### src/core_cfg_pkg.sv
// ================================================
// core configuration
// widths and address constants shared by the core
// ================================================

package core_cfg_pkg;

  // ================================================
  // datapath widths
  // ================================================
  // integer data width
  localparam int unsigned XLEN = 32;
  // virtual address width of pc and branch target
  localparam int unsigned VALEN = 32;

  // csr address as encoded in the instruction
  localparam int unsigned CSR_AW = 14;

  // physical register tag
  localparam int unsigned PREG_AW = 6;

  // ================================================
  // address constants
  // ================================================
  // fixed instruction size, link value and fall-through
  localparam int unsigned INST_BYTES = 4;

endpackage : core_cfg_pkg

### src/misc_op_pkg.sv
// ================================================
// misc pipe operations
// op encodings and payload records of the misc pipe
// ================================================

package misc_op_pkg;

  import core_cfg_pkg::*;

  // instruction class seen by the misc pipe
  typedef enum logic [1:0] {
    NONE   = 2'd0,
    BRANCH = 2'd1,
    PRIV   = 2'd2
  } inst_type_e;

  // privileged op, csr access only
  typedef enum logic [1:0] {
    PRIV_NONE = 2'd0,
    CSR_READ  = 2'd1,
    CSR_WRITE = 2'd2,
    CSR_XCHG  = 2'd3
  } priv_op_e;

  // branch condition
  typedef enum logic [2:0] {
    BR_EQ     = 3'd0,
    BR_NE     = 3'd1,
    BR_LT     = 3'd2,
    BR_GE     = 3'd3,
    BR_ALWAYS = 3'd4
  } branch_op_e;

  // ================================================
  // issued instruction
  // ================================================
  typedef struct packed {
    logic               valid;
    inst_type_e         inst_type;
    priv_op_e           priv_op;
    branch_op_e         branch_op;
    // compare signedness, link write, register target
    logic               signed_op;
    logic               br_link;
    logic               br_indirect;
    logic [VALEN-1:0]   pc;
    // predicted next pc
    logic [VALEN-1:0]   npc;
    logic [XLEN-1:0]    imm;
    logic [XLEN-1:0]    src0;
    logic [XLEN-1:0]    src1;
    logic [PREG_AW-1:0] pdest;
  } misc_exe_t;

  // ================================================
  // commit record
  // ================================================
  typedef struct packed {
    logic               valid;
    // register writeback
    logic               we;
    logic [XLEN-1:0]    wdata;
    logic [PREG_AW-1:0] pdest;
    // csr update applied when the record retires
    logic               csr_we;
    logic [CSR_AW-1:0]  csr_waddr;
    logic [XLEN-1:0]    csr_wdata;
    // branch resolution
    logic               br_taken;
    logic               br_redirect;
    logic [VALEN-1:0]   br_target;
  } misc_cmt_t;

endpackage : misc_op_pkg

### src/misc_stage_if.sv
// ================================================
// exec to commit link
// valid/ready handshake with the commit record
// ================================================

interface misc_stage_if;

  import misc_op_pkg::*;

  // record on offer from execute
  logic      valid;
  // commit register empty or draining this cycle
  logic      ready;
  misc_cmt_t cmt;

  // execute side
  modport exec (
    output valid,
    output cmt,
    input  ready
  );

  // commit side
  modport commit (
    input  valid,
    input  cmt,
    output ready
  );

endinterface : misc_stage_if

### src/csr_port_if.sv
// ================================================
// csr access port
// read from execute, write from commit
// ================================================

interface csr_port_if;

  import core_cfg_pkg::*;

  // read path, combinational
  logic [CSR_AW-1:0] raddr;
  logic [XLEN-1:0]   rdata;
  // write path, high on the retiring edge only
  logic              we;
  logic [CSR_AW-1:0] waddr;
  logic [XLEN-1:0]   wdata;

  // execute reads and watches we as write pending
  modport pipe (output raddr, input rdata, input we);

  // register file
  modport csr (input raddr, output rdata, input we, input waddr, input wdata);

  // commit stage drives the write
  modport commit (output we, output waddr, output wdata);

endinterface : csr_port_if

### src/branch_unit.sv
// ================================================
// branch resolution
// condition, target and redirect against npc
// ================================================

module branch_unit (
  input  logic                             signed_i,
  input  logic [core_cfg_pkg::VALEN-1:0]   pc_i,
  input  logic [core_cfg_pkg::VALEN-1:0]   npc_i,
  input  logic [core_cfg_pkg::XLEN-1:0]    imm_i,
  input  logic [core_cfg_pkg::XLEN-1:0]    src0_i,
  input  logic [core_cfg_pkg::XLEN-1:0]    src1_i,
  input  logic                             indirect_i,
  input  misc_op_pkg::branch_op_e          branch_op_i,
  input  logic                             valid_branch_i,
  output logic                             taken_o,
  output logic [core_cfg_pkg::VALEN-1:0]   target_o,
  output logic                             redirect_o
);

  import core_cfg_pkg::*;
  import misc_op_pkg::*;

  logic             eq;
  logic             lt;
  logic             cond;
  logic [VALEN-1:0] base;
  logic [VALEN-1:0] fall_thru;
  logic [VALEN-1:0] next_pc;

  // compare, lt follows the op signedness
  assign eq = (src0_i == src1_i);
  assign lt = signed_i ? ($signed(src0_i) < $signed(src1_i)) : (src0_i < src1_i);

  always_comb begin
    case (branch_op_i)
      BR_EQ:     cond = eq;
      BR_NE:     cond = ~eq;
      BR_LT:     cond = lt;
      BR_GE:     cond = ~lt;
      BR_ALWAYS: cond = 1'b1;
      default:   cond = 1'b0;
    endcase
  end

  // register based for jirl style, else pc relative
  assign base     = indirect_i ? src0_i[VALEN-1:0] : pc_i;
  assign target_o = base + imm_i[VALEN-1:0];

  assign fall_thru = pc_i + VALEN'(INST_BYTES);
  assign next_pc   = cond ? target_o : fall_thru;

  // only a live branch reports taken or mispredict
  assign taken_o    = valid_branch_i & cond;
  assign redirect_o = valid_branch_i & (next_pc != npc_i);

endmodule : branch_unit

### src/csr_file.sv
// ================================================
// csr file
// small csr array, async read, write on commit
// ================================================

module csr_file #(
  parameter int unsigned CSR_COUNT = 8
) (
  input logic       clk,
  input logic       rst_n,
  csr_port_if.csr   csr
);

  import core_cfg_pkg::*;

  // index taken from the low address bits
  localparam int unsigned IDX_W = $clog2(CSR_COUNT);

  logic [XLEN-1:0]  regs [CSR_COUNT];
  logic [IDX_W-1:0] ridx;
  logic [IDX_W-1:0] widx;

  assign ridx = csr.raddr[IDX_W-1:0];
  assign widx = csr.waddr[IDX_W-1:0];

  // read path feeds the exec stage in the same cycle
  assign csr.rdata = regs[ridx];

  // all csrs come up as zero
  always_ff @(posedge clk or negedge rst_n) begin
    if (!rst_n) begin
      for (int i = 0; i < CSR_COUNT; i++) begin
        regs[i] <= '0;
      end
    end else if (csr.we) begin
      regs[widx] <= csr.wdata;
    end
  end

endmodule : csr_file

### src/misc_exec_stage.sv
// ================================================
// misc execute stage
// branch resolve, csr read and commit record build
// ================================================

module misc_exec_stage (
  input  logic                   clk,
  input  logic                   rst_n,
  input  logic                   flush_i,
  input  misc_op_pkg::misc_exe_t exe_i,
  output logic                   ready_o,
  misc_stage_if.exec             stage,
  csr_port_if.pipe               csr
);

  import core_cfg_pkg::*;
  import misc_op_pkg::*;

  logic      valid_q;
  misc_exe_t exe_q;

  logic      is_branch;
  logic      is_csr;
  logic      csr_wr;
  logic      stall;
  logic      br_taken;
  logic      br_redirect;
  logic [VALEN-1:0] br_target;
  logic [XLEN-1:0]  link_val;
  logic [XLEN-1:0]  csr_merge;

  // ================================================
  // pipeline register
  // ================================================
  // empty or moving on
  assign ready_o = ~valid_q | (stage.ready & ~stall);

  always_ff @(posedge clk or negedge rst_n) begin
    if (!rst_n) begin
      valid_q <= 1'b0;
    end else if (flush_i) begin
      valid_q <= 1'b0;
    end else if (ready_o) begin
      valid_q <= exe_i.valid;
    end
  end

  // payload only loads on a real accept
  always_ff @(posedge clk) begin
    if (ready_o && exe_i.valid) begin
      exe_q <= exe_i;
    end
  end

  // ================================================
  // decode and csr hazard
  // ================================================
  assign is_branch = (exe_q.inst_type == BRANCH);
  assign is_csr    = (exe_q.inst_type == PRIV) && (exe_q.priv_op != PRIV_NONE);
  assign csr_wr    = is_csr && (exe_q.priv_op inside {CSR_WRITE, CSR_XCHG});

  // commit can only take us while it drains, so we doubles as pending
  // hold one cycle and read again after the write lands
  assign stall = valid_q & is_csr & csr.we;

  // csr address lives in imm[13:0]
  assign csr.raddr = exe_q.imm[CSR_AW-1:0];

  // exchange keeps old bits where the mask is clear
  assign csr_merge = (csr.rdata & ~exe_q.src1) | (exe_q.src0 & exe_q.src1);

  assign link_val = XLEN'(exe_q.pc + VALEN'(INST_BYTES));

  branch_unit u_branch_unit (
    .signed_i       (exe_q.signed_op),
    .pc_i           (exe_q.pc),
    .npc_i          (exe_q.npc),
    .imm_i          (exe_q.imm),
    .src0_i         (exe_q.src0),
    .src1_i         (exe_q.src1),
    .indirect_i     (exe_q.br_indirect),
    .branch_op_i    (exe_q.branch_op),
    .valid_branch_i (valid_q & is_branch),
    .taken_o        (br_taken),
    .target_o       (br_target),
    .redirect_o     (br_redirect)
  );

  // ================================================
  // commit record
  // ================================================
  assign stage.valid = valid_q & ~stall;

  always_comb begin
    stage.cmt             = '0;
    stage.cmt.valid       = valid_q & ~stall;
    stage.cmt.pdest       = exe_q.pdest;
    stage.cmt.we          = (is_branch & exe_q.br_link) | is_csr;
    // link value for branches, old csr value for csr ops
    if (is_branch) begin
      stage.cmt.wdata = link_val;
    end else if (is_csr) begin
      stage.cmt.wdata = csr.rdata;
    end
    stage.cmt.csr_we      = csr_wr;
    stage.cmt.csr_waddr   = exe_q.imm[CSR_AW-1:0];
    stage.cmt.csr_wdata   = (exe_q.priv_op == CSR_XCHG) ? csr_merge : exe_q.src0;
    stage.cmt.br_taken    = br_taken;
    stage.cmt.br_redirect = br_redirect;
    stage.cmt.br_target   = br_target;
  end

endmodule : misc_exec_stage

### src/misc_commit_stage.sv
// ================================================
// misc commit stage
// holds the record until commit takes it
// ================================================

module misc_commit_stage (
  input  logic                   clk,
  input  logic                   rst_n,
  input  logic                   flush_i,
  misc_stage_if.commit           stage,
  csr_port_if.commit             csr,
  output misc_op_pkg::misc_cmt_t cmt_o,
  input  logic                   cmt_ready_i
);

  import misc_op_pkg::*;

  logic      valid_q;
  misc_cmt_t rec_q;
  logic      retire;

  // empty or draining this cycle
  assign stage.ready = ~valid_q | cmt_ready_i;
  assign retire      = valid_q & cmt_ready_i;

  // ================================================
  // commit register
  // ================================================
  always_ff @(posedge clk or negedge rst_n) begin
    if (!rst_n) begin
      valid_q <= 1'b0;
    end else if (flush_i) begin
      valid_q <= 1'b0;
    end else if (stage.ready) begin
      valid_q <= stage.valid;
    end
  end

  always_ff @(posedge clk) begin
    if (stage.ready && stage.valid) begin
      rec_q <= stage.cmt;
    end
  end

  // valid comes from the control bit, not the stored copy
  always_comb begin
    cmt_o       = rec_q;
    cmt_o.valid = valid_q;
  end

  // ================================================
  // csr write
  // ================================================
  // only on the retiring edge, flushed records never get here
  assign csr.we    = retire & rec_q.csr_we;
  assign csr.waddr = rec_q.csr_waddr;
  assign csr.wdata = rec_q.csr_wdata;

endmodule : misc_commit_stage

### src/misc_top.sv
// ================================================
// misc pipe top
// ================================================

module misc_top #(
  parameter int unsigned CSR_COUNT = 8
) (
  input  logic                               clk,
  input  logic                               rst_n,
  input  logic                               flush_i,
  input  logic                               issue_valid_i,
  input  logic [1:0]                         issue_inst_type_i,
  input  logic [1:0]                         issue_priv_op_i,
  input  logic [2:0]                         issue_branch_op_i,
  input  logic                               issue_signed_i,
  input  logic                               issue_link_i,
  input  logic                               issue_indirect_i,
  input  logic [core_cfg_pkg::VALEN-1:0]     issue_pc_i,
  input  logic [core_cfg_pkg::VALEN-1:0]     issue_npc_i,
  input  logic [core_cfg_pkg::XLEN-1:0]      issue_imm_i,
  input  logic [core_cfg_pkg::XLEN-1:0]      issue_src0_i,
  input  logic [core_cfg_pkg::XLEN-1:0]      issue_src1_i,
  input  logic [core_cfg_pkg::PREG_AW-1:0]   issue_pdest_i,
  output logic                               issue_ready_o,
  output logic                               cmt_valid_o,
  output logic                               cmt_we_o,
  output logic [core_cfg_pkg::XLEN-1:0]      cmt_wdata_o,
  output logic [core_cfg_pkg::PREG_AW-1:0]   cmt_pdest_o,
  output logic                               cmt_taken_o,
  output logic                               cmt_redirect_o,
  output logic [core_cfg_pkg::VALEN-1:0]     cmt_target_o,
  input  logic                               cmt_ready_i
);

  import misc_op_pkg::*;

  misc_exe_t issue_exe;
  misc_cmt_t cmt;

  misc_stage_if stage_if ();
  csr_port_if   csr_if ();

  // pack the issue fields, op codes cast onto their enums
  assign issue_exe = '{
    valid:       issue_valid_i,
    inst_type:   inst_type_e'(issue_inst_type_i),
    priv_op:     priv_op_e'(issue_priv_op_i),
    branch_op:   branch_op_e'(issue_branch_op_i),
    signed_op:   issue_signed_i,
    br_link:     issue_link_i,
    br_indirect: issue_indirect_i,
    pc:          issue_pc_i,
    npc:         issue_npc_i,
    imm:         issue_imm_i,
    src0:        issue_src0_i,
    src1:        issue_src1_i,
    pdest:       issue_pdest_i
  };

  misc_exec_stage u_exec (
    .clk     (clk),
    .rst_n   (rst_n),
    .flush_i (flush_i),
    .exe_i   (issue_exe),
    .ready_o (issue_ready_o),
    .stage   (stage_if.exec),
    .csr     (csr_if.pipe)
  );

  misc_commit_stage u_commit (
    .clk         (clk),
    .rst_n       (rst_n),
    .flush_i     (flush_i),
    .stage       (stage_if.commit),
    .csr         (csr_if.commit),
    .cmt_o       (cmt),
    .cmt_ready_i (cmt_ready_i)
  );

  csr_file #(
    .CSR_COUNT (CSR_COUNT)
  ) u_csr_file (
    .clk   (clk),
    .rst_n (rst_n),
    .csr   (csr_if.csr)
  );

  // commit record out to the plain ports
  assign cmt_valid_o    = cmt.valid;
  assign cmt_we_o       = cmt.we;
  assign cmt_wdata_o    = cmt.wdata;
  assign cmt_pdest_o    = cmt.pdest;
  assign cmt_taken_o    = cmt.br_taken;
  assign cmt_redirect_o = cmt.br_redirect;
  assign cmt_target_o   = cmt.br_target;

endmodule : misc_top

### config.mk
export PLATFORM = sky130hd
export DESIGN_NAME = misc_top
export DESIGN_NICKNAME = d
export VERILOG_FILES = /design/src/core_cfg_pkg.sv /design/src/misc_op_pkg.sv /design/src/misc_stage_if.sv /design/src/csr_port_if.sv /design/src/branch_unit.sv /design/src/csr_file.sv /design/src/misc_exec_stage.sv /design/src/misc_commit_stage.sv /design/src/misc_top.sv
export SDC_FILE = /design/constraint.sdc
export NUM_CORES = 1
export LEC_CHECK = 0
export BUFFER_PORTS_ARGS = -buffer_cell sky130_fd_sc_hd__buf_2
export CORE_ASPECT_RATIO = 1.2
export CORE_MARGIN = 2
export CORE_UTILIZATION = 60
export DETAILED_ROUTE_END_ITERATION = 10
export MAX_ROUTING_LAYER = met4
export PLACE_DENSITY = 0.86
export RECOVER_POWER = 25
export SYNTH_ARGS = -nofsm -noshare
export SYNTH_HDL_FRONTEND = slang
export SYNTH_SLANG_ARGS = --single-unit
### constraint.sdc
create_clock -name clk -period 14.62 [get_ports clk]
set_input_delay 0.731 -clock clk [delete_from_list [all_inputs] [get_ports clk]]
set_output_delay 0.731 -clock clk [all_outputs]
set_load 0.05 [all_outputs]
# After elaboration in Yosys (flattened, before gate mapping)
# Cells that the tools add are included.
[op_classes]
div = 0
n_bitwise = 24
reduce_logical = 10
n_mux = 17
shifts = 0
magnitude_cmp = 5
mul = 0
eq_ne = 10
n_addsub = 2
[op_table]
columns = ["operator", "count"]
rows = [
  ["256-bit bitwise mux", 1],
  ["32-bit 2-to-1 mux", 8],
  ["32-bit binary-select mux with 3-bit select", 1],
  ["32-bit demux with 3-bit select", 1],
  ["32-bit AND", 2],
  ["32-bit < comparator", 2],
  ["32-bit by 3-bit adder with 32-bit output, second input constant", 1],
  ["32-bit adder", 1],
  ["32-bit equality test", 1],
  ["32-bit != test", 1],
  ["32-bit NOT", 1],
  ["32-bit bitwise OR", 1],
  ["1-bit AND", 10],
  ["4-bit >= comparator, second input constant", 2],
  ["3-bit NOT with 4-bit output", 2],
  ["2-bit nonzero test", 4],
  ["2-bit equality test, second input constant", 3],
  ["3-bit by 2-bit equality test with 1-bit output, second input constant", 2],
  ["1-bit logical AND", 5],
  ["1-bit 2-to-1 mux", 5],
  ["1-bit NOT", 5],
  ["1-bit one-hot mux with 5 select lines", 1],
  ["4-bit by 1-bit < comparator with 1-bit output, second input constant", 1],
  ["3-bit by 1-bit equality test with 1-bit output, second input constant", 1],
  ["4 further kinds", 6],
]
[word_totals]
inputBits = 181
ramBits = 0
mem_bits_ro = 0
out_inout_bits = 75
latchBits = 0
wordCells = 99
regBits = 543
mem_count = 0

# Depth between registers and ports, before layout
# Gate-level depths: netlist of run 1.
[logic_depth]
depth_word = 9
ltp_mapped = 16
ltp_nobuf = 14

# Hierarchy
# A second synthesis of run 1 with hierarchy kept.
[unflattened]
hier_cells = 1953
hier_area_um2 = 27403.8
[by_module_without_submodules]
columns = ["module", "area_each_um2", "seq_area_each_um2", "n_inst", "cells_each"]
rows = [
  ["csr_file", 11639.9, 6406.1, 1, 665],
  ["misc_exec_stage", 7200.7, 5310.1, 1, 469],
  ["branch_unit", 4539.4, 0.0, 1, 646],
  ["misc_commit_stage", 4023.9, 3628.5, 1, 173],
]

# Least setup slack after synthesis of run 1
# Ideal clock, no wire load.
[synth_path]
path_kind = "register -> register"
from = "register u_commit.valid_q"
to = "register u_exec.exe_q (netlist bit u_exec.csr.raddr[0]), enable pin"
t_arrival_ns = 10.216
setup_ns = 0.818
synth_period_minus_slack_ns = 11.034
path_buffers = 0
required_time_ns = 13.802
setup_slack_ns = 3.586
path_stages_with_launch = 2
cell_sequence = "dfrtp_1 a31oi_1"
[synth_between]
elab_chain_cells = 7
word_cells_on_any_way = 9
cone_classes = "bitwise (8); reduce/logical (1)"
[synth_rtl]
columns = ["element", "line", "rtl"]
rows = [
  ["from (decl)", "misc_commit_stage.sv:18", "logic valid_q;"],
  ["from (signal assigned)", "misc_commit_stage.sv:35", "valid_q <= stage.valid;"],
  ["1-bit AND", "misc_commit_stage.sv:24", "assign retire = valid_q & cmt_ready_i;"],
  ["1-bit AND", "misc_commit_stage.sv:55", "assign csr.we = retire & rec_q.csr_we;"],
  ["1-bit AND", "misc_exec_stage.sv:64", "assign stall = valid_q & is_csr & csr.we;"],
  ["1-bit NOT", "misc_exec_stage.sv:36", "assign ready_o = ~valid_q | (stage.ready & ~stall);"],
  ["1-bit AND (*)", "misc_exec_stage.sv:36", ""],
  ["1-bit bitwise OR (*)", "misc_exec_stage.sv:36", ""],
  ["1-bit logical AND (*)", "misc_exec_stage.sv:50", "if (ready_o && exe_i.valid) begin"],
  ["to (signal assigned)", "misc_exec_stage.sv:51", "exe_q <= exe_i;"],
  ["to (decl)", "misc_exec_stage.sv:20", "misc_exe_t exe_q;"],
]
# Every way passes the cells marked *; elsewhere a longest branch is shown, timed or not.
# A chain may end at the register's enable or synchronous reset.

==> run_results.csv, run 1 <==
group,metric,value,unit
outcome,outcome,"finished, violations left",
outcome,violations,"max-capacitance violations, max-slew violations",
final_layout,area_delta_synth_final,11.5,%
final_layout,layout-drive-gt1-share,34.2,%
grt,grt_max_degree,177,
final_layout,fillers,2899,
final_layout,antennaDiodeCount,0,
timing,rsz0062_at_grt,"false",
yosys,seq_area_frac_synth,57.7,%
setup_path,path_buf_inv,2,
clocking,cts_buffer_depth,3,
clocking,clkSlewWorstSetupHoldPaths,70,ps
setup_path,arrival,7020,ps
timing,skew,20.8,ps
routing,wirelength,66900,um
routing,wire_per_inst,25.5,um
yosys,synth_cell_type_count,76,
final_layout,mostFrequentLayoutCell,"mux2_2",
timing,fin_worst_hold_slack,312,ps
yosys,syn_inst,1841,
power_and_ir_drop,power_density,128,mW/mm^2
clocking,cts_tree,"built",
yosys,synth_nets,2087,
power_and_ir_drop,p_comb_share,15.6,%
grt,overflow,0,
timing,tightest_slew,5010,ps
power_and_ir_drop,irDropWorstVdd,0.000109,V
setup_path,crit_fanout,95,
clocking,htreeDepth,2,
setup_path,cp_top_family,"buffers and inverters",
clocking,insertion_delay,590,ps
setup_path,crit_type,"in -> async",
timing,setup_tns,0,ps
grt,grt_pass1_vias,17300,
power_and_ir_drop,seq_power_share,49.6,%
hold_path,min_path_type,"in -> reg",
routing,avgViaCountPerCell,6.37,
routing,drcViolationCount,0,
setup_path,crit_slowest_cell,"clkbuf_1",
power_and_ir_drop,power_leakage,12.4,nW
power_and_ir_drop,switching_power,991,uW
final_layout,final_cell_mix,"289 x mux2_2, 285 x edfxtp_1, 258 x dfrtp_1, 226 x buf_2, 95 x nor2_1",
timing,min_period,7140,ps
setup_path,slowest_delay,3430,ps
floorplanning,rows,83,
yosys,async_flop_share,47.5,%
setup_path,cp-end-kind,"async pin",
floorplanning,fp.dieH,232,um
setup_path,cp.required,14500,ps
routing,first_pass_iters,6,
grt,grt_usage,30.7,%
yosys,syn_avg_cell_area,14.1,um^2
timing,fin_crit_sh,48.8,%
timing,fmax,140,MHz
floorplanning,pin_count,256,
final_layout,nNetsFinal,2279,
yosys,netlist.area_leader.share,32.9,%
floorplanning,start_util,60.8,%
timing,hold_violations,0,
placement,portBuffers,255,
clocking,cts_sinks,543,
power_and_ir_drop,power,3.71,mW
yosys,synth_top_area_cell,"edfxtp_1",
placement,gp_congestion,0.956,
yosys,synth-edff-count,285,
yosys,synth_area_leaders,"edfxtp_1 33%, dfrtp_1 25%, mux2_2 13%",
clocking,postCtsHoldBufs,0,
timing,slew_violations,336,
setup_path,startpoint_type,"input pin",
routing,ant_nets,0,
floorplanning,die_width,194,um
timing,slew_headroom,-234,%
job,cap_violations,6,
power_and_ir_drop,p_int,2.72,mW
routing,drtIter0Drc,1693,
floorplanning,die_area,0.0450,mm^2
grt,antenna_found_initial,1,
power_and_ir_drop,pwr-share-clk,34.8,%
setup_path,path_cells,"clkbuf_1 > clkbuf_1",
yosys,ys_seq_elements,543,
placement,dp_hpwl,46600,um
yosys,yosysWarnings,0,
clocking,cts_made_buffers,51,
yosys,synth_flop_cell,"edfxtp_1",
power_and_ir_drop,switching_share,26.7,%
yosys,syn_area,0.0260,mm^2
clocking,cts_root_buffer,"clkbuf_16",
routing,num_vias,16700,
timing,setup_viol,0,
grt,grt_pass1_wl,101000,um
clocking,cts_resized,0,
floorplanning,coreArea,0.0428,mm^2
clocking,postCtsSetupRepairBufs,0,
setup_path,crit_path_frequent_cell,"clkbuf_1",
[through the flow]
stage	instances	worst slack, ps	cell area [um^2]	utilization, %
global placement	2532	9970	27400	64.1
floorplan	1841	3590	26000	-
CTS	2624	9900	29100	67.9
global route	2624	5900	29000	67.8
finish	2624	7480	29000	67.8
detailed placement	2532	9900	27400	64.1
[registers in the layout, indices dropped and copies added, names as in the netlist]
| signal | flops |
|---|---|
| u_commit.csr.wdata | 32 |
| u_csr_file.regs | 256 |
| u_commit.cmt_o | 74 |
| u_commit.valid_q | 1 |
| u_exec.csr.raddr | 14 |
| u_exec.valid_q | 1 |
| u_exec.exe_q | 156 |
| u_commit.csr.waddr | 3 |
| u_exec.stage.cmt | 6 |
[synth_stat cells (9+ instances only)]
master    number
a211oi_1      13
mux4_2        64
dfrtp_1      258
a21o_1        16
mux2i_1       37
nor3_1        17
nor2_1       101
and3_1        18
o21ai_0       33
xnor2_1       41
a21oi_1       78
edfxtp_1     285
ha_1          64
buf_4         70
nand4_1       22
mux2_2       289
nand2_1       53
nand2b_1      17
nor2b_1       11
or3_1          9
inv_1         58
nor4_1        10
nand3_1       24
o22ai_1       27
clkbuf_1      52
xor2_1        31
buf_1         16
[path summary, 6_finish.rpt]
path                                            from                   end  slack, ps  cells past startpoint
worst min-delay path                 issue_npc_i[17]     u_exec.exe_q[119]        310                      1
max in group clk                 u_exec.csr.raddr[2]    u_commit.cmt_o[32]       8360                     14
worst max-delay path                           rst_n   u_csr_file.regs[33]       7480                      2
worst max register to register   u_exec.csr.raddr[2]    u_commit.cmt_o[32]       8360                     14
min in group asynchronous                      rst_n  u_csr_file.regs[113]       1950                      1
worst min register to register  u_exec.stage.cmt[82]    u_commit.cmt_o[82]        430                      0
[kinds of logic after synthesis]
kind of cell,count (synthesis),share of synthesized area (%)
muxes,392,19.6
and+or+nand+nor,306,5.87
xor gates and xnor gates,78,2.95
adders and majority gates,65,3.16
buffers and inverters,200,3.94
AOI/OAI and AO/OA,257,6.78
DFF,543,57.7
[per-layer routing]
| layer | routed length (um) | part of all wire (%) | track usage [%] | vias up |
|---|---|---|---|---|
| li1 | - | - | - | 7278 |
| met1 | 25400 | 38 | 38.8 | 8373 |
| met2 | 32900 | 49 | 49.8 | 866 |
| met3 | 5270 | 7.9 | 4.26 | 206 |
| met4 | 3280 | 4.9 | 13.9 | 0 |
| met5 | 0 | 0 | - | - |
[layout make-up]
| class | instances | area, um^2 | share of cell area (%) |
|---|---|---|---|
| inverters | 58 | 218 | 0.751 |
| clock buffers | 70 | 1460 | 5.04 |
| multi-input cells | 1098 | 10000 | 34.6 |
| repair buffers | 281 | 1430 | 4.93 |
| well taps | 552 | 691 | 2.38 |
| flip-flops and latches | 543 | 15000 | 51.8 |
| clock inverters | 22 | 159 | 0.548 |
[power by group through the flow]
stage,Combinational [mW],Clock (mW),Sequential (mW)
2_1_floorplan,0.417,0,1.84
3_3_place_gp,0.553,0,1.85
3_5_place_dp,0.567,0,1.86
4_1_cts,0.572,1.30,1.84
5_1_grt,0.619,1.36,1.85
6_report,0.577,1.29,1.84
Note: power is estimated with default switching activity, not from simulation.
==> inputs of run 2 (changes only) <==
--- a/config.mk
+++ b/config.mk
@@ -8,10 +8,10 @@
 export BUFFER_PORTS_ARGS = -buffer_cell sky130_fd_sc_hd__buf_2
 export CORE_ASPECT_RATIO = 1.2
 export CORE_MARGIN = 2
-export CORE_UTILIZATION = 60
+export CORE_UTILIZATION = 54
 export DETAILED_ROUTE_END_ITERATION = 10
 export MAX_ROUTING_LAYER = met4
-export PLACE_DENSITY = 0.86
+export PLACE_DENSITY = 0.82
 export RECOVER_POWER = 25
 export SYNTH_ARGS = -nofsm -noshare
 export SYNTH_HDL_FRONTEND = slang
==> constraint.sdc (replaced) <==
create_clock -name clk -period 5.9 [get_ports clk]
set_input_delay 0.295 -clock clk [delete_from_list [all_inputs] [get_ports clk]]
set_output_delay 0.295 -clock clk [all_outputs]
set_load 0.05 [all_outputs]
==> run_results.csv, run 2 (synthesized netlist as in run 1, its figures left out) <==
group,metric,value,unit
timing,hold_violations,0,
power_and_ir_drop,power_leakage,13.0,nW
timing,skew,28.5,ps
final_layout,top_register,"u_csr_file.regs",
routing,drcViolationCount,0,
floorplanning,rows,88,
final_layout,nNetsFinal,2456,
setup_path,crit_fanout,10,
clocking,cts_made_buffers,51,
clocking,postCtsHoldBufs,178,
timing,min_period,4550,ps
timing,slew_violations,34,
power_and_ir_drop,p_comb_share,16.3,%
outcome,outcome,"finished, violations left",
grt,overflow,0,
clocking,cts_tree,"built",
final_layout,area_delta_synth_final,18.8,%
power_and_ir_drop,switching_power,2.57,mW
clocking,clkSlewWorstSetupHoldPaths,70,ps
power_and_ir_drop,irDropWorstVdd,0.000243,V
floorplanning,die_area,0.0499,mm^2
grt,antenna_found_initial,3,
routing,avgViaCountPerCell,6.10,
setup_path,cp-end-kind,"flip-flop",
timing,tightest_slew,2980,ps
grt,grt_max_degree,174,
setup_path,arrival,4900,ps
grt,grt_usage,30.3,%
placement,gp_congestion,0.948,
final_layout,layout-drive-gt1-share,29.0,%
routing,first_pass_iters,5,
timing,fmax,220,MHz
power_and_ir_drop,seq_power_share,48.2,%
final_layout,mostFrequentLayoutCell,"mux2_2",
timing,slew_headroom,-98.4,%
grt,grt_pass1_wl,110000,um
timing,fin_crit_sh,77.2,%
clocking,postCtsSetupRepairBufs,0,
clocking,insertion_delay,600,ps
job,cap_violations,1,
final_layout,largest_reg_flops,256,
clocking,cts_resized,0,
floorplanning,pin_count,256,
timing,rsz0062_at_grt,"false",
floorplanning,start_util,54.4,%
final_layout,final_cell_mix,"289 x mux2_2, 285 x edfxtp_1, 258 x dfrtp_1, 178 x dlygate4sd3_1, 165 x buf_2",
floorplanning,fp.dieH,244,um
clocking,cts_buffer_depth,3,
power_and_ir_drop,p_int,6.88,mW
setup_path,crit_type,"reg -> reg",
floorplanning,coreArea,0.0478,mm^2
placement,dp_hpwl,47800,um
routing,wirelength,72700,um
floorplanning,die_width,204,um
hold_path,min_path_type,"in -> reg",
timing,setup_ws,1350,ps
outcome,violations,"max-capacitance violations, max-slew violations",
power_and_ir_drop,power_density,306,mW/mm^2
power_and_ir_drop,power,9.45,mW
routing,ant_nets,0,
routing,num_vias,17600,
power_and_ir_drop,switching_share,27.2,%
timing,setup_tns,0,ps
clocking,htreeDepth,2,
routing,drtIter0Drc,1551,
setup_path,startpoint_type,"flip-flop",
placement,pre_cts_slack,1340,ps
power_and_ir_drop,pwr-share-clk,35.5,%
setup_path,cp.required,6250,ps
timing,setup_viol,0,
timing,fin_worst_hold_slack,47.0,ps
routing,wire_per_inst,25.2,um
grt,grt_pass1_vias,18300,
placement,portBuffers,255,
clocking,cts_root_buffer,"clkbuf_16",
clocking,cts_sinks,543,
==> run 2: cell count changes in the layout (fill, tap and decap cells not counted), sizes merged <==
cell	previous run	this run
dlygate4sd3	0	178
clkbuf	104	162
buf	247	192
clkinv	16	7
inv	61	66
diode	0	3
bufinv	1	3
clkinvlp	2	3
==> run 2: worst paths after layout <==
| kind | depth (start not counted) | from | to | slack [ps] |
|---|---|---|---|---|
| setup / recovery | 14 | u_exec.exe_q[166] | u_commit.cmt_o[32] | 1350 |
| hold / removal | 3 | cmt_ready_i | u_commit.valid_q | 50 |
| setup reg to reg | 14 | u_exec.exe_q[166] | u_commit.cmt_o[32] | 1350 |
| hold reg to reg | 0 | u_exec.stage.cmt[84] | u_commit.cmt_o[84] | 430 |
| max in group asynchronous | 3 | rst_n | u_csr_file.regs[67] | 4000 |
| min in group asynchronous | 2 | rst_n | u_csr_file.regs[93] | 290 |
==> run 2: final cells by class <==
type | instances | area (um^2)
clock buffers | 74 | 1460
multi-input cells | 1098 | 10000
clock inverters | 21 | 229
fillers | 3383 | 16900
repair buffers | 458 | 3170
flip-flops and latches | 543 | 15000
inverters | 58 | 218
well taps | 630 | 788
diodes | 3 | 7.51
==> run 2: layer usage <==
layer	vias up	part of all wire [%]	global-route usage, %
li1	7623	-	-
met1	8871	39	38.0
met2	838	49	48.6
met3	256	6.1	3.96
met4	0	5.6	14.9
met5	-	0	-
==> run 2: power groups by stage <==
| stage | sequential, mW | combinational, mW | clock (mW) |
|---|---|---|---|
| after floorplan | 4.54 | 1.03 | 0 |
| after global placement | 4.59 | 1.39 | 0 |
| after detailed placement | 4.61 | 1.42 | 0 |
| after CTS | 4.54 | 1.52 | 3.35 |
| after global routing | 4.58 | 1.64 | 3.52 |
| final | 4.55 | 1.54 | 3.35 |
==> run 2: worst max-delay path, cell delays in order (launching register included) <==
cell       delay (ps)
edfxtp_1          490
buf_4             240
mux2_2            380
fa_1              430
a21o_1            200
a221o_1           390
a32oi_2           380
o21bai_1          140
a21oi_1           260
xnor3_1           270
mux2_4            280
a2111oi_4         320
nand4_1           150
nor4_1            310
nor2_1             60
==> run 2: through the flow <==
step / cells / instance area [um^2] / util, %
2_1_floorplan: 1841 / 26000 / -
3_3_place_gp: 2609 / 27500 / 57.6
3_5_place_dp: 2609 / 27500 / 57.6
4_1_cts: 2882 / 31000 / 64.9
5_1_grt: 2885 / 30900 / 64.7
6_report: 2885 / 30900 / 64.7
==> inputs of run 3 (changes only) <==
--- a/config.mk
+++ b/config.mk
@@ -8,10 +8,10 @@
 export BUFFER_PORTS_ARGS = -buffer_cell sky130_fd_sc_hd__buf_2
 export CORE_ASPECT_RATIO = 1.2
 export CORE_MARGIN = 2
-export CORE_UTILIZATION = 54
+export CORE_UTILIZATION = 60
 export DETAILED_ROUTE_END_ITERATION = 10
 export MAX_ROUTING_LAYER = met4
-export PLACE_DENSITY = 0.82
+export PLACE_DENSITY = 0.86
 export RECOVER_POWER = 25
 export SYNTH_ARGS = -nofsm -noshare
 export SYNTH_HDL_FRONTEND = slang
==> constraint.sdc (replaced) <==
create_clock -name clk -period 4.56 [get_ports clk]
set_input_delay 0.228 -clock clk [delete_from_list [all_inputs] [get_ports clk]]
set_output_delay 0.228 -clock clk [all_outputs]
set_load 0.05 [all_outputs]
==> run_results.csv, run 3 (synthesized netlist as in run 1, its figures left out) <==
group,metric,value,unit
setup_path,arrival,4700,ps
grt,grt_pass1_wl,115000,um
routing,num_vias,18200,
final_layout,multiInputGateArea,0.0101,mm^2
final_layout,top_register,"u_csr_file.regs",
setup_path,path_buf_inv,0,
timing,fmax,229,MHz
floorplanning,fp.dieH,232,um
outcome,outcome,"finished, violations left",
placement,portBuffers,255,
routing,avgViaCountPerCell,6.40,
power_and_ir_drop,irDropWorstVdd,0.000376,V
setup_path,startpoint_type,"flip-flop",
clocking,cts_made_buffers,50,
setup_path,crit_type,"reg -> reg",
timing,fin_crit_sh,95.7,%
timing,setup_tns,0,ps
placement,dp_hpwl,47800,um
setup_path,path_cells,"mux2_2 > ha_1 > fa_1 > a21o_1 > a221o_1 > a32oi_2 > o21bai_1 > a21oi_2 > xnor3_1 > mux2_4 > a2111oi_4 > nand4_1 > nor4_2 > nor2_1",
floorplanning,pin_count,256,
timing,slew_headroom,-63.6,%
clocking,insertion_delay,590,ps
final_layout,final_util,72.9,%
final_layout,final_area,0.0312,mm^2
timing,setup_viol,0,
timing,setup_ws,194,ps
clocking,cts_tree,"built",
floorplanning,coreArea,0.0428,mm^2
final_layout,layout-drive-gt1-share,31.4,%
placement,gp_congestion,0.991,
setup_path,cp.required,4890,ps
grt,grt_usage,34.9,%
routing,wirelength,76300,um
grt,overflow,0,
routing,drcViolationCount,0,
floorplanning,start_util,60.8,%
floorplanning,die_width,194,um
routing,first_pass_iters,6,
grt,grt_max_degree,176,
setup_path,slowest_delay,440,ps
timing,hold_violations,0,
timing,slew_violations,99,
routing,wire_per_inst,26.8,um
power_and_ir_drop,power_density,398,mW/mm^2
setup_path,crit_fanout,5,
job,cap_violations,1,
final_layout,final_cell_mix,"289 x mux2_2, 285 x edfxtp_1, 258 x dfrtp_1, 187 x buf_2, 180 x dlygate4sd3_1",
final_layout,fillers,2621,
timing,rsz0062_at_grt,"false",
clocking,clkSlewWorstSetupHoldPaths,70,ps
clocking,cts_buffer_depth,3,
final_layout,area_delta_synth_final,19.9,%
placement,pre_cts_slack,64.0,ps
clocking,cts_root_buffer,"clkbuf_16",
routing,ant_nets,0,
final_layout,seqCellArea,0.0150,mm^2
final_layout,nNetsFinal,2495,
final_layout,largest_reg_flops,256,
hold_path,min_path_type,"in -> reg",
setup_path,cp-end-kind,"flip-flop",
grt,grt_pass1_vias,19200,
timing,skew,24.7,ps
floorplanning,die_area,0.0450,mm^2
final_layout,mostFrequentLayoutCell,"mux2_2",
setup_path,cp_top_family,"compound AO/OA/AOI/OAI gates",
clocking,cts_sinks,543,
placement,dpl_cell_area,0.0277,mm^2
setup_path,crit_slowest_cell,"edfxtp_1",
routing,drtIter0Drc,1842,
timing,tightest_slew,2450,ps
power_and_ir_drop,power,12.4,mW
timing,min_period,4370,ps
outcome,violations,"max-capacitance violations, max-slew violations",
power_and_ir_drop,power_leakage,13.3,nW
clocking,htreeDepth,2,
floorplanning,rows,83,
grt,antenna_found_initial,1,
run 3: cell types whose count changed in the layout (fill, tap and decap cells not counted), sizes merged:
| cell | change |
|---|---|
| buf | +60 |
| diode | -2 |
| bufinv | +3 |
| dlygate4sd3 | +2 |
| clkinv | +2 |
| clkbuf | -21 |
| clkinvlp | -1 |
| inv | -8 |
run 3: where the power goes:
part / total, mW / switching (mW) / internal (mW) / leakage [nW]
Sequential: 5.91 / 0.292 / 5.62 / 6.21
Clock: 4.40 / 1.89 / 2.51 / 0.815
Combinational: 2.10 / 1.17 / 0.922 / 6.23
run 3: area by class of cell:
type | instances | share of cell area (%)
clock inverter | 17 | 0.847
timing repair buffer | 498 | 11.2
inverter | 58 | 0.698
tap | 552 | 2.21
sequential | 543 | 48.1
multi-input combinational | 1098 | 32.3
clock buffer | 75 | 4.57
antenna | 1 | 0.00802
run 3: layer usage:
layer	routed length, um	part of all wire (%)	up-vias	global-route usage (%)
met5	0	0	-	-
met4	4670	6.1	0	18.7
met3	5970	7.8	296	5.62
met2	37800	50	1098	57.6
met1	27800	37	9074	41.7
li1	-	-	7716	-
run 3: worst paths after layout:
path                                   endpoint  slack, ps  cells past startpoint            startpoint
max                          u_commit.cmt_o[32]        190                     14     u_exec.exe_q[166]
min reg2reg                  u_commit.cmt_o[81]        420                      0  u_exec.stage.cmt[81]
min in group asynchronous  u_csr_file.regs[124]        910                      2                 rst_n
max reg2reg                  u_commit.cmt_o[32]        190                     14     u_exec.exe_q[166]
max in group asynchronous  u_csr_file.regs[100]       1830                      3                 rst_n
min                              u_exec.valid_q        330                      4           cmt_ready_i
run 3: metrics by stage:
stage	instances	hold slack, ps
2_1_floorplan	1841	-67.6
3_3_place_gp	2568	298
3_5_place_dp	2568	290
4_1_cts	2840	305
5_1_grt	2842	348
6_report	2842	330
run 3: what timing repair did:
| action | in CTS | in global routing |
|---|---|---|
| setup endpoints to repair | 0 | 1 |
| hold endpoints to repair | 276 | 0 |
| hold buffers | 180 | 0 |
| resized for setup | 0 | 10 |
| buffers inserted | 0 | 1 |
run 3: worst reg2reg max path, stage by stage, from the launching register on:
cell	delay [ps]
edfxtp_1	440
mux2_2	360
ha_1	220
fa_1	420
a21o_1	210
a221o_1	380
a32oi_2	270
o21bai_1	180
a21oi_2	220
xnor3_1	250
mux2_4	280
a2111oi_4	320
nand4_1	200
nor4_2	290
nor2_1	80
